[config.mk]
export PLATFORM = sky130hd
export DESIGN_NAME = csr_unit_top
export DESIGN_NICKNAME = d
export VERILOG_FILES = /design/src/csr_pkg.sv /design/src/csr_decoder.sv /design/src/csr_regfile.sv /design/src/csr_writeback.sv /design/src/csr_unit_top.sv
export VERILOG_INCLUDE_DIRS = /design/src
export SDC_FILE = /design/constraint.sdc
export NUM_CORES = 1
export LEC_CHECK = 0
export ABC_CLOCK_PERIOD_IN_PS = 10500
export BUFFER_PORTS_ARGS = -buffer_cell sky130_fd_sc_hd__buf_2
export CAP_MARGIN = 20
export CORE_UTILIZATION = 45
export CTS_BUF_LIST = sky130_fd_sc_hd__clkbuf_8
export CTS_CLUSTER_DIAMETER = 30
export CTS_CLUSTER_SIZE = 20
export DETAILED_ROUTE_END_ITERATION = 8
export PLACE_DENSITY = 0.75
export SYNTH_ARGS = -nofsm -noshare
export SYNTH_HDL_FRONTEND = slang
export SYNTH_HIERARCHICAL = 1
export SYNTH_SLANG_ARGS = --single-unit
[constraint.sdc]
create_clock -name clk_i -period 10.5 [get_ports clk_i]
set_input_delay 1.575 -clock clk_i [delete_from_list [all_inputs] [get_ports clk_i]]
set_output_delay 1.575 -clock clk_i [all_outputs]
set_load 0.1 [all_outputs]
[src/csr_unit_config.svh]
//////////////////////////////////////////////////
// CSR unit configuration
// ISA option flags, mtvec reset value and the
// mepc alignment mask that follows from them
//////////////////////////////////////////////////

`ifndef CSR_UNIT_CONFIG_SVH
`define CSR_UNIT_CONFIG_SVH

// ISA options, 0 or 1
`define CSR_ISA_M 1
`define CSR_ISA_C 1
`define CSR_ISA_F 1

// Trap vector base after reset, direct mode
`define CSR_MTVEC_RESET 32'h0000_0100

// Low bits cleared in mepc, 2-byte steps with C
`define CSR_MEPC_ALIGN_MASK ((`CSR_ISA_C != 0) ? 32'hFFFF_FFFE : 32'hFFFF_FFFC)

`endif

[src/csr_pkg.sv]
//////////////////////////////////////////////////
// CSR unit package
// Shared widths, CSR addresses, operations and
// the request, write-back and trap structs
//////////////////////////////////////////////////

package csr_pkg;

    // Widths with a meaning of their own
    typedef logic [31:0] xlen_t;
    typedef logic [11:0] csr_addr_t;
    typedef logic [4:0]  reg_idx_t;
    typedef logic [4:0]  exc_cause_t;

    // Operation applied to the addressed CSR
    typedef enum logic [1:0] {
        CSR_READ  = 2'b00,
        CSR_WRITE = 2'b01,
        CSR_SET   = 2'b10,
        CSR_CLEAR = 2'b11
    } csr_op_e;

    //////////////////////////////////////////////////
    // CSR addresses
    //////////////////////////////////////////////////

    // User floating point
    localparam csr_addr_t CSR_FFLAGS    = 12'h001;
    localparam csr_addr_t CSR_FRM       = 12'h002;
    localparam csr_addr_t CSR_FCSR      = 12'h003;
    // Machine trap setup
    localparam csr_addr_t CSR_MSTATUS   = 12'h300;
    localparam csr_addr_t CSR_MISA      = 12'h301;
    localparam csr_addr_t CSR_MIE       = 12'h304;
    localparam csr_addr_t CSR_MTVEC     = 12'h305;
    // Machine trap handling
    localparam csr_addr_t CSR_MSCRATCH  = 12'h340;
    localparam csr_addr_t CSR_MEPC      = 12'h341;
    localparam csr_addr_t CSR_MCAUSE    = 12'h342;
    // Machine information, read-only
    localparam csr_addr_t CSR_MVENDORID = 12'hF11;
    localparam csr_addr_t CSR_MARCHID   = 12'hF12;
    localparam csr_addr_t CSR_MIMPID    = 12'hF13;
    localparam csr_addr_t CSR_MHARTID   = 12'hF14;

    // Exception codes
    localparam exc_cause_t EXC_ILLEGAL_INSTR = 5'd2;

    //////////////////////////////////////////////////
    // Stage structs
    //////////////////////////////////////////////////

    // Decoded CSR request, decode to execute
    typedef struct packed {
        logic      valid;
        csr_addr_t addr;
        csr_op_e   op;
        xlen_t     wdata;
        reg_idx_t  rd;
        logic      illegal;
    } csr_req_t;

    // Result towards the register file write port
    typedef struct packed {
        logic     valid;
        reg_idx_t rd;
        xlen_t    data;
        logic     illegal;
    } csr_wb_t;

    // Trap entry strobe from the core
    typedef struct packed {
        logic       valid;
        xlen_t      pc;
        exc_cause_t cause;
    } trap_req_t;

endpackage

[src/csr_decoder.sv]
//////////////////////////////////////////////////
// CSR decoder
// SYSTEM instruction and rs1 value to CSR request,
// with legality from address and read-only rules
//////////////////////////////////////////////////

`timescale 1ns/1ps
`include "csr_unit_config.svh"

module csr_decoder (
    input  logic              instr_valid_i,
    input  csr_pkg::xlen_t    instr_i,
    input  csr_pkg::xlen_t    rs1_data_i,
    output csr_pkg::csr_req_t req_o
);

    import csr_pkg::*;

    localparam logic [6:0] OPCODE_SYSTEM = 7'b1110011;

    // Instruction fields
    logic [6:0] opcode;
    logic [2:0] funct3;
    reg_idx_t   rs1_idx;
    csr_addr_t  addr;
    xlen_t      zimm;

    logic       is_csr_form;
    logic       addr_known;
    logic       addr_read_only;
    csr_op_e    op;

    assign opcode  = instr_i[6:0];
    assign funct3  = instr_i[14:12];
    assign rs1_idx = instr_i[19:15];
    assign addr    = instr_i[31:20];
    // Immediate forms reuse the rs1 field
    assign zimm    = {27'b0, instr_i[19:15]};

    // funct3 bit 2 picks immediate, low bits pick the operation
    always_comb begin
        is_csr_form = (opcode == OPCODE_SYSTEM);
        op          = CSR_READ;
        case (funct3[1:0])
            2'b01: op = CSR_WRITE;
            // No source bits means a pure read
            2'b10: op = (rs1_idx == '0) ? CSR_READ : CSR_SET;
            2'b11: op = (rs1_idx == '0) ? CSR_READ : CSR_CLEAR;
            // ECALL, EBREAK, xRET and funct3 100
            default: is_csr_form = 1'b0;
        endcase
    end

    // Implemented addresses
    always_comb begin
        case (addr)
            CSR_MSTATUS, CSR_MISA, CSR_MIE, CSR_MTVEC,
            CSR_MSCRATCH, CSR_MEPC, CSR_MCAUSE,
            CSR_MVENDORID, CSR_MARCHID, CSR_MIMPID, CSR_MHARTID: begin
                addr_known = 1'b1;
            end
            // FP CSRs only with the F option
            CSR_FFLAGS, CSR_FRM, CSR_FCSR: begin
                addr_known = (`CSR_ISA_F != 0);
            end
            default: begin
                addr_known = 1'b0;
            end
        endcase
    end

    // Top two address bits 11 mark read-only space
    assign addr_read_only = (addr[11:10] == 2'b11);

    // Request out
    always_comb begin
        req_o.valid   = instr_valid_i;
        req_o.addr    = addr;
        req_o.op      = op;
        req_o.wdata   = funct3[2] ? zimm : rs1_data_i;
        req_o.rd      = instr_i[11:7];
        req_o.illegal = !is_csr_form || !addr_known
                        || ((op != CSR_READ) && addr_read_only);
    end

endmodule

[src/csr_regfile.sv]
//////////////////////////////////////////////////
// Machine CSR register file
// Read mux, read-modify-write with per-CSR masks,
// trap save and fflags accumulation
//////////////////////////////////////////////////

`timescale 1ns/1ps
`include "csr_unit_config.svh"

module csr_regfile (
    input  logic               clk_i,
    input  logic               rst_n_i,
    input  csr_pkg::csr_req_t  req_i,
    input  csr_pkg::xlen_t     hartid_i,
    input  csr_pkg::trap_req_t trap_i,
    input  logic               fflags_set_i,
    input  logic [4:0]         fflags_i,
    output csr_pkg::xlen_t     rdata_o,
    output csr_pkg::xlen_t     mtvec_o,
    output csr_pkg::xlen_t     mepc_o,
    output logic [2:0]         frm_o
);

    import csr_pkg::*;

    // MXL 32-bit, I always, M F C from the options
    localparam xlen_t MISA_VALUE = {2'b01, 4'b0, 13'b0, 1'(`CSR_ISA_M), 3'b0, 1'b1,
                                    2'b0, 1'(`CSR_ISA_F), 2'b0, 1'(`CSR_ISA_C), 2'b0};

    // Current state
    logic       mstatus_mie_q;
    logic       mstatus_mpie_q;
    xlen_t      mie_q;
    xlen_t      mtvec_q;
    xlen_t      mepc_q;
    exc_cause_t mcause_q;
    xlen_t      mscratch_q;
    logic [4:0] fflags_q;
    logic [2:0] frm_q;

    // Next state
    logic       mstatus_mie_n;
    logic       mstatus_mpie_n;
    xlen_t      mie_n;
    xlen_t      mtvec_n;
    xlen_t      mepc_n;
    exc_cause_t mcause_n;
    xlen_t      mscratch_n;
    logic [4:0] fflags_n;
    logic [2:0] frm_n;

    logic       wen;
    xlen_t      wval;

    //////////////////////////////////////////////////
    // Read side
    //////////////////////////////////////////////////

    always_comb begin
        case (req_i.addr)
            CSR_MISA:      rdata_o = MISA_VALUE;
            CSR_MVENDORID: rdata_o = '0;
            CSR_MARCHID:   rdata_o = '0;
            CSR_MIMPID:    rdata_o = '0;
            CSR_MHARTID:   rdata_o = hartid_i;
            // MPP fixed at M mode
            CSR_MSTATUS:   rdata_o = {19'b0, 2'b11, 3'b0, mstatus_mpie_q,
                                      3'b0, mstatus_mie_q, 3'b0};
            CSR_MIE:       rdata_o = mie_q;
            CSR_MTVEC:     rdata_o = mtvec_q;
            CSR_MSCRATCH:  rdata_o = mscratch_q;
            CSR_MEPC:      rdata_o = mepc_q;
            // No interrupts, bit 31 stays zero
            CSR_MCAUSE:    rdata_o = {27'b0, mcause_q};
            CSR_FFLAGS:    rdata_o = (`CSR_ISA_F != 0) ? {27'b0, fflags_q} : '0;
            CSR_FRM:       rdata_o = (`CSR_ISA_F != 0) ? {29'b0, frm_q} : '0;
            CSR_FCSR:      rdata_o = (`CSR_ISA_F != 0) ? {24'b0, frm_q, fflags_q} : '0;
            default:       rdata_o = '0;
        endcase
    end

    //////////////////////////////////////////////////
    // Modify side
    //////////////////////////////////////////////////

    // Only legal writing requests touch state
    assign wen = req_i.valid && !req_i.illegal && (req_i.op != CSR_READ);

    // New value before the per-register masks
    always_comb begin
        case (req_i.op)
            CSR_WRITE: wval = req_i.wdata;
            CSR_SET:   wval = rdata_o | req_i.wdata;
            CSR_CLEAR: wval = rdata_o & ~req_i.wdata;
            default:   wval = rdata_o;
        endcase
    end

    always_comb begin
        // Hold by default
        mstatus_mie_n  = mstatus_mie_q;
        mstatus_mpie_n = mstatus_mpie_q;
        mie_n          = mie_q;
        mtvec_n        = mtvec_q;
        mepc_n         = mepc_q;
        mcause_n       = mcause_q;
        mscratch_n     = mscratch_q;
        fflags_n       = fflags_q;
        frm_n          = frm_q;

        // FPU flags accumulate, a CSR write below overrides
        if ((`CSR_ISA_F != 0) && fflags_set_i) begin
            fflags_n = fflags_q | fflags_i;
        end

        if (wen) begin
            case (req_i.addr)
                CSR_MSTATUS: begin
                    mstatus_mie_n  = wval[3];
                    mstatus_mpie_n = wval[7];
                end
                CSR_MIE:      mie_n      = wval;
                // Direct mode only
                CSR_MTVEC:    mtvec_n    = {wval[31:2], 2'b00};
                CSR_MSCRATCH: mscratch_n = wval;
                CSR_MEPC:     mepc_n     = wval & `CSR_MEPC_ALIGN_MASK;
                CSR_MCAUSE:   mcause_n   = wval[4:0];
                CSR_FFLAGS:   fflags_n   = wval[4:0];
                CSR_FRM:      frm_n      = wval[2:0];
                CSR_FCSR: begin
                    frm_n    = wval[7:5];
                    fflags_n = wval[4:0];
                end
                default: ;
            endcase
        end

        // Trap entry wins over a same-cycle write
        if (trap_i.valid) begin
            mepc_n         = trap_i.pc & `CSR_MEPC_ALIGN_MASK;
            mcause_n       = trap_i.cause;
            mstatus_mpie_n = mstatus_mie_q;
            mstatus_mie_n  = 1'b0;
        end
    end

    //////////////////////////////////////////////////
    // State
    //////////////////////////////////////////////////

    always_ff @(posedge clk_i or negedge rst_n_i) begin
        if (!rst_n_i) begin
            mstatus_mie_q  <= 1'b0;
            mstatus_mpie_q <= 1'b0;
            mie_q          <= '0;
            mtvec_q        <= `CSR_MTVEC_RESET;
            mepc_q         <= '0;
            mcause_q       <= '0;
            mscratch_q     <= '0;
            fflags_q       <= '0;
            frm_q          <= '0;
        end else begin
            mstatus_mie_q  <= mstatus_mie_n;
            mstatus_mpie_q <= mstatus_mpie_n;
            mie_q          <= mie_n;
            mtvec_q        <= mtvec_n;
            mepc_q         <= mepc_n;
            mcause_q       <= mcause_n;
            mscratch_q     <= mscratch_n;
            fflags_q       <= fflags_n;
            frm_q          <= frm_n;
        end
    end

    // Registered outputs
    assign mtvec_o = mtvec_q;
    assign frm_o   = frm_q;
    // Next mepc, so a return right after a write sees it
    assign mepc_o  = mepc_n;

endmodule

[src/csr_writeback.sv]
//////////////////////////////////////////////////
// CSR write-back stage
// Registers the old CSR value for rd, or the
// illegal-instruction report
//////////////////////////////////////////////////

`timescale 1ns/1ps

module csr_writeback (
    input  logic              clk_i,
    input  logic              rst_n_i,
    input  csr_pkg::csr_req_t req_i,
    input  csr_pkg::xlen_t    rdata_i,
    output csr_pkg::csr_wb_t  wb_o
);

    import csr_pkg::*;

    csr_wb_t wb_q;
    csr_wb_t wb_n;

    // Result for this cycle's request
    always_comb begin
        wb_n = '0;
        if (req_i.valid) begin
            wb_n.valid = 1'b1;
            wb_n.rd    = req_i.rd;
            if (req_i.illegal) begin
                // Report only, no data to rd
                wb_n.illegal = 1'b1;
                wb_n.data    = '0;
            end else begin
                // Old value, rd x0 dropped by the core
                wb_n.illegal = 1'b0;
                wb_n.data    = rdata_i;
            end
        end
    end

    // Idle cycles clear the register, valid is a one-cycle strobe
    always_ff @(posedge clk_i or negedge rst_n_i) begin
        if (!rst_n_i) begin
            wb_q <= '0;
        end else begin
            wb_q <= wb_n;
        end
    end

    assign wb_o = wb_q;

endmodule

[src/csr_unit_top.sv]
//////////////////////////////////////////////////
// CSR unit top level
// Decoder, register file and write-back stage
//////////////////////////////////////////////////

`timescale 1ns/1ps

module csr_unit_top (
    input  logic               clk_i,
    input  logic               rst_n_i,
    // Instruction strobe
    input  logic               instr_valid_i,
    input  csr_pkg::xlen_t     instr_i,
    input  csr_pkg::xlen_t     rs1_data_i,
    // Hart and trap inputs
    input  csr_pkg::xlen_t     hartid_i,
    input  csr_pkg::trap_req_t trap_i,
    // FPU flag pulses
    input  logic               fflags_set_i,
    input  logic [4:0]         fflags_i,
    // Results
    output csr_pkg::csr_wb_t   wb_o,
    output csr_pkg::xlen_t     mtvec_o,
    output csr_pkg::xlen_t     mepc_o,
    output logic [2:0]         frm_o
);

    import csr_pkg::*;

    // Decode to execute, old value to result
    csr_req_t req;
    xlen_t    rdata;

    csr_decoder u_decoder (
        .instr_valid_i (instr_valid_i),
        .instr_i       (instr_i),
        .rs1_data_i    (rs1_data_i),
        .req_o         (req)
    );

    csr_regfile u_regfile (
        .clk_i         (clk_i),
        .rst_n_i       (rst_n_i),
        .req_i         (req),
        .hartid_i      (hartid_i),
        .trap_i        (trap_i),
        .fflags_set_i  (fflags_set_i),
        .fflags_i      (fflags_i),
        .rdata_o       (rdata),
        .mtvec_o       (mtvec_o),
        .mepc_o        (mepc_o),
        .frm_o         (frm_o)
    );

    csr_writeback u_writeback (
        .clk_i         (clk_i),
        .rst_n_i       (rst_n_i),
        .req_i         (req),
        .rdata_i       (rdata),
        .wb_o          (wb_o)
    );

endmodule

==> tab_implementation.tex <==
\begin{tabular}{lr}
\hline
Metric & Value \\
\hline
\multicolumn{2}{l}{\textbf{Status}} \\
\quad Outcome & complete, no violations \\
\multicolumn{2}{l}{\textbf{Timing}} \\
\quad Time the worst path needs with I/O delays and setup & about 7.5 ns \\
\quad Hold WS & between 0.4 and 0.5 ns \\
\quad Final hold viol count & 0 \\
\quad Setup WS post-layout & $\sim$3.0 ns \\
\quad Clk\_skew & 0.01510 ns \\
\quad Relative slew margins & just over 30\% \\
\quad Period utilization & 71.82\% \\
\quad Fmax & roughly 130 MHz \\
\quad Actual slew at the worst max-slew pin & about 1 ns \\
\quad Number of pins with negative max-slew slack in the final report & 0 \\
\quad Final setup viols & 0 \\
\quad Aggregate negative setup slack & 0 ns \\
\quad Unrepaired setup endpoints after global routing & false \\
\multicolumn{2}{l}{\textbf{Clocking}} \\
\quad Total of cells resized after clock tree synthesis & 0 \\
\quad Number of buffers inserted by post-CTS setup repair & 0 \\
\quad Clock Latency Late Sink & 0.45 ns \\
\quad Sink Count & 180 \\
\quad Buffer depth of the longest clock path & 2 \\
\quad \# H-tree levels & 4 \\
\quad Hold bufs inserted after CTS & 0 \\
\quad Cts bufs inserted & 17 \\
\quad TritonCTS clock tree & built \\
\quad Clock-pin transition on the worst setup and hold timing paths & 0.09 ns \\
\quad Root buffer cell & clkbuf\_8 \\
\multicolumn{2}{l}{\textbf{Critical path}} \\
\quad Buf/Inv on CP & 2 \\
\quad Kind of cell adding the most delay to the critical path & compound AO/OA/AOI/OAI gates \\
\quad Highest-delay cell along the critical path & o31ai\_1 \\
\quad Beginning of the critical path & instr\_i[21] \\
\quad Worst Path Class, Setup & in2out \\
\quad Stages on the worst setup path & 9 \\
\quad R2R cell count & 6 \\
\quad Worst path most repeated cell & buf\_2 \\
\quad Cells along the critical path & buf\_2 -> nor2\_1 -> xor2\_1 -> a2111oi\_0 -> o221ai\_4 -> and3b\_1 -> nand2\_2 -> o31ai\_1 -> buf\_2 \\
\quad Largest stage delay on the critical path & 0.80 ns \\
\quad Crit-path max FO & 48 \\
\quad Minimum setup slack among reg-to-reg paths & about 8.3 ns \\
\quad Worst R2R End & u\_regfile/mepc\_q[11] \\
\quad Startpoint of the worst register-to-register path & u\_regfile/mepc\_q[11] \\
\quad Element type at the critical path start & input port \\
\quad Destination of the critical timing path & mepc\_o[11] \\
\quad Critical path required time & 8.93 ns \\
\quad Worst Path Arrival & 5.97 ns \\
\quad Critical path endpoint category & output port \\
\multicolumn{2}{l}{\textbf{Logic synthesis}} \\
\quad Area fraction of the dominant cell type after synthesis & 44.99\% \\
\quad Post-Synth Adder-Cell Area & 0\% \\
\quad Top cells by instance count after synthesis & nand2\_1, dfrtp\_1, o21ai\_1 \\
\quad Cell taking the most area after synthesis & dfrtp\_1 \\
\quad Multiplexer share of the synthesized area & under 10\% \\
\quad Dominant combinational cell family by area after synthesis & simple AND/OR/NAND/NOR gates \\
\quad Proportion of synthesized chip area in sequential cells & 45.26\% \\
\quad Area share of xor/xnor cells in the synthesized design & 2.639\% \\
\quad Number of synthesized flops with an enable pin & 0 \\
\quad Cells taking the most area after synthesis & dfrtp\_1, nand2\_1, o21ai\_1 \\
\quad Flip-flop and latch count after synthesis & 180 \\
\quad Synthesized netlist cell count & $\sim$1,100 \\
\quad Number of synthesis warnings & 6 \\
\quad Distinct cell type count after synthesis & 72 \\
\quad Share of flip-flops with an asynchronous set or reset after synthesis & 100.0\% \\
\quad Synthesized-area fraction occupied by and/or/nand/nor cells & 22.58\% \\
\quad Syn Area/Cell & 9.392 um\^{}2 \\
\quad Leading cell type by number of instances after synthesis & nand2\_1 \\
\quad Dominant synthesized flop cell & dfrtp\_1 \\
\quad Syn Std Cell Area & 0.009956 mm\^{}2 \\
\quad Post-synthesis compound-gate area fraction & a little under a fifth \\
\multicolumn{2}{l}{\textbf{GRT}} \\
\quad Number of global-route vias before repair & 8,999 \\
\quad Maximum number of pins on one net before global-route repair & 106 \\
\quad Overall fraction of global-route tracks in use & between 20\% and 30\% \\
\quad Remaining global-route overflow & 0 \\
\quad Wire length of the first global-routing pass & about 50,000 um \\
\quad Number of antenna violations at the first check in global routing & 2 \\
\multicolumn{2}{l}{\textbf{Cells and area}} \\
\quad Final standard cell area without fillers & 0.01159 mm\^{}2 \\
\quad Final cell utilization of the core & 53.28\% \\
\quad Fillers & 2,052 \\
\quad P\&R area growth vs syn & 16.43\% \\
\quad Nets & between 1,000 and 1,500 \\
\quad Multi-input gate area & 0.004959 mm\^{}2 \\
\quad Layout cells sized above 1 & 29.86\% \\
\quad Sequential cell area & 0.004506 mm\^{}2 \\
\quad Final antenna diode count & 0 \\
\multicolumn{2}{l}{\textbf{Place}} \\
\quad Total cell area at the placement stage & 0.01122 mm\^{}2 \\
\quad PortBufs & 245 \\
\quad Final HPWL from detailed placement & between 20,000 and 25,000 um \\
\quad Setup slack at placement & 3.042 ns \\
\quad GP Congestion & 0.9211 \\
\multicolumn{2}{l}{\textbf{Min path}} \\
\quad Type of the tightest min-delay check & reg2reg \\
\multicolumn{2}{l}{\textbf{Die}} \\
\quad Floorplan die width & 150.7 um \\
\quad Placeable Area & 0.02176 mm\^{}2 \\
\quad Die Y-Extent & 150.7 um \\
\quad Floorplan die area & 0.02272 mm\^{}2 \\
\quad Std-Cell Rows & 54 \\
\quad Num ports & 249 \\
\quad Initial cell density of the core & 45.76\% \\
\multicolumn{2}{l}{\textbf{Detailed routing}} \\
\quad Total length of routed wires & 32,750 um \\
\quad Routed vias/inst & just under 6 \\
\quad Detailed-route DRC error count & 0 \\
\quad Average wire per cell in the routed design & 21.32 um \\
\quad DR vias & 9,055 \\
\quad Number of optimization iterations in the first detailed-route pass & 7 \\
\quad Number of DRC violations after detailed-routing iteration 0 & between 700 and 800 \\
\quad Number of routed nets with antenna violations & 0 \\
\multicolumn{2}{l}{\textbf{Job}} \\
\quad Max capacitance violation total & 0 \\
\multicolumn{2}{l}{\textbf{Pwr}} \\
\quad Peak supply drop & approximately 0.000065 V \\
\quad Pwr/cell area & 125.0 mW/mm\^{}2 \\
\quad Leakage power summed over all cells & roughly 0.0055 uW \\
\hline
\end{tabular}
## flip-flops by register name (all words and copies together) (netlist names)
name                      flops
u_regfile/mstatus_mpie_q      1
u_regfile/mscratch_q         32
u_regfile/fflags_q            5
u_regfile/mie_q              32
u_regfile/frm_o               3
u_regfile/mepc_q             32
u_writeback/wb_o             39
u_regfile/mtvec_o            30
u_regfile/mstatus_mie_q       1
u_regfile/mcause_q            5
## tightest hold or removal path: stages (launching register included)
cell	delay (ns)
dfstp_2	0.38
nand2_1	0.05
o21ai_1	0.05
## report_power, final
part           switching [uW]  leakage, uW  total (uW)  internal [uW]
Combinational             209      0.00293         287           77.4
Clock                     276     0.000171         447            171
Sequential               8.27      0.00240         716            707
Total                     494      0.00550        1450            955
## cell usage in the layout, fill, tap and decap left out, types with 8 or more instances in the layout
cell      Yosys  routed
inv_1         7       8
buf_2        23     244
a21oi_1      20      20
buf_4        21      19
mux2_2       40      40
nor2_1       11      11
nor2b_1      34      32
nor3b_1      10      10
a31o_1       18      18
o21ai_1     125     125
and3b_1      20      20
dfrtp_1     179     179
and3b_2      14      14
clkbuf_8      0      18
nand2_1     208     205
o21ai_0      15      15
xnor2_1      28      28
a222oi_1     23      23
and2_1       29      29
a22oi_1      30      30
nor3_1        9       9
mux2i_1       8       8
## area by class of cell
class	count	share of cell area (%)
Multi-Input combinational cell	773	42.78
Timing Repair Buffer	265	12.01
Clock buffer	17	2.019
Clock inverter	14	1.069
Sequential cell	180	38.87
Inverter	7	0.2267
Tap cell	280	3.022
## how the worst min path moves through the flow
stage	from	endpoint	slack, ns	depth (start not counted)
finish	u_regfile/mtvec_o[8]	u_regfile/mtvec_o[8]	0.47	2
floorplan	u_regfile/mie_q[6]	u_regfile/mie_q[6]	0.45	2
global route	u_regfile/mtvec_o[8]	u_regfile/mtvec_o[8]	0.51	2
CTS	u_regfile/mtvec_o[8]	u_regfile/mtvec_o[8]	0.48	2
detailed placement	u_regfile/mtvec_o[8]	u_regfile/mtvec_o[8]	0.46	2
global placement	u_regfile/mtvec_o[8]	u_regfile/mtvec_o[8]	0.46	2
## cells by family after synthesis
group | count (synthesis)
other | 1
buffers and inverters | 108
AO/OA/AOI/OAI | 286
flip-flops | 180
AND/OR/NAND/NOR | 407
XOR/XNOR | 30
multiplexers | 48
## through the flow
| stage | power, uW | cells |
|---|---|---|
| floorplan | 933.5 | 1061 |
| global placement | 1010 | 1504 |
| detailed placement | 1013 | 1504 |
| CTS | 1461 | 1535 |
| global route | 1505 | 1536 |
| finish | 1449 | 1536 |
## metal layers
metal / vias up / routed length, um / track usage [%]
met3: 73 / 2857 / 5.424
li1: 4183 / - / -
met5: - / 13 / 0
met4: 2 / 1042 / 12.50
met1: 4320 / 13480 / 37.77
met2: 477 / 15360 / 47.52
No activity file was read; power rests on OpenSTA's default activity.
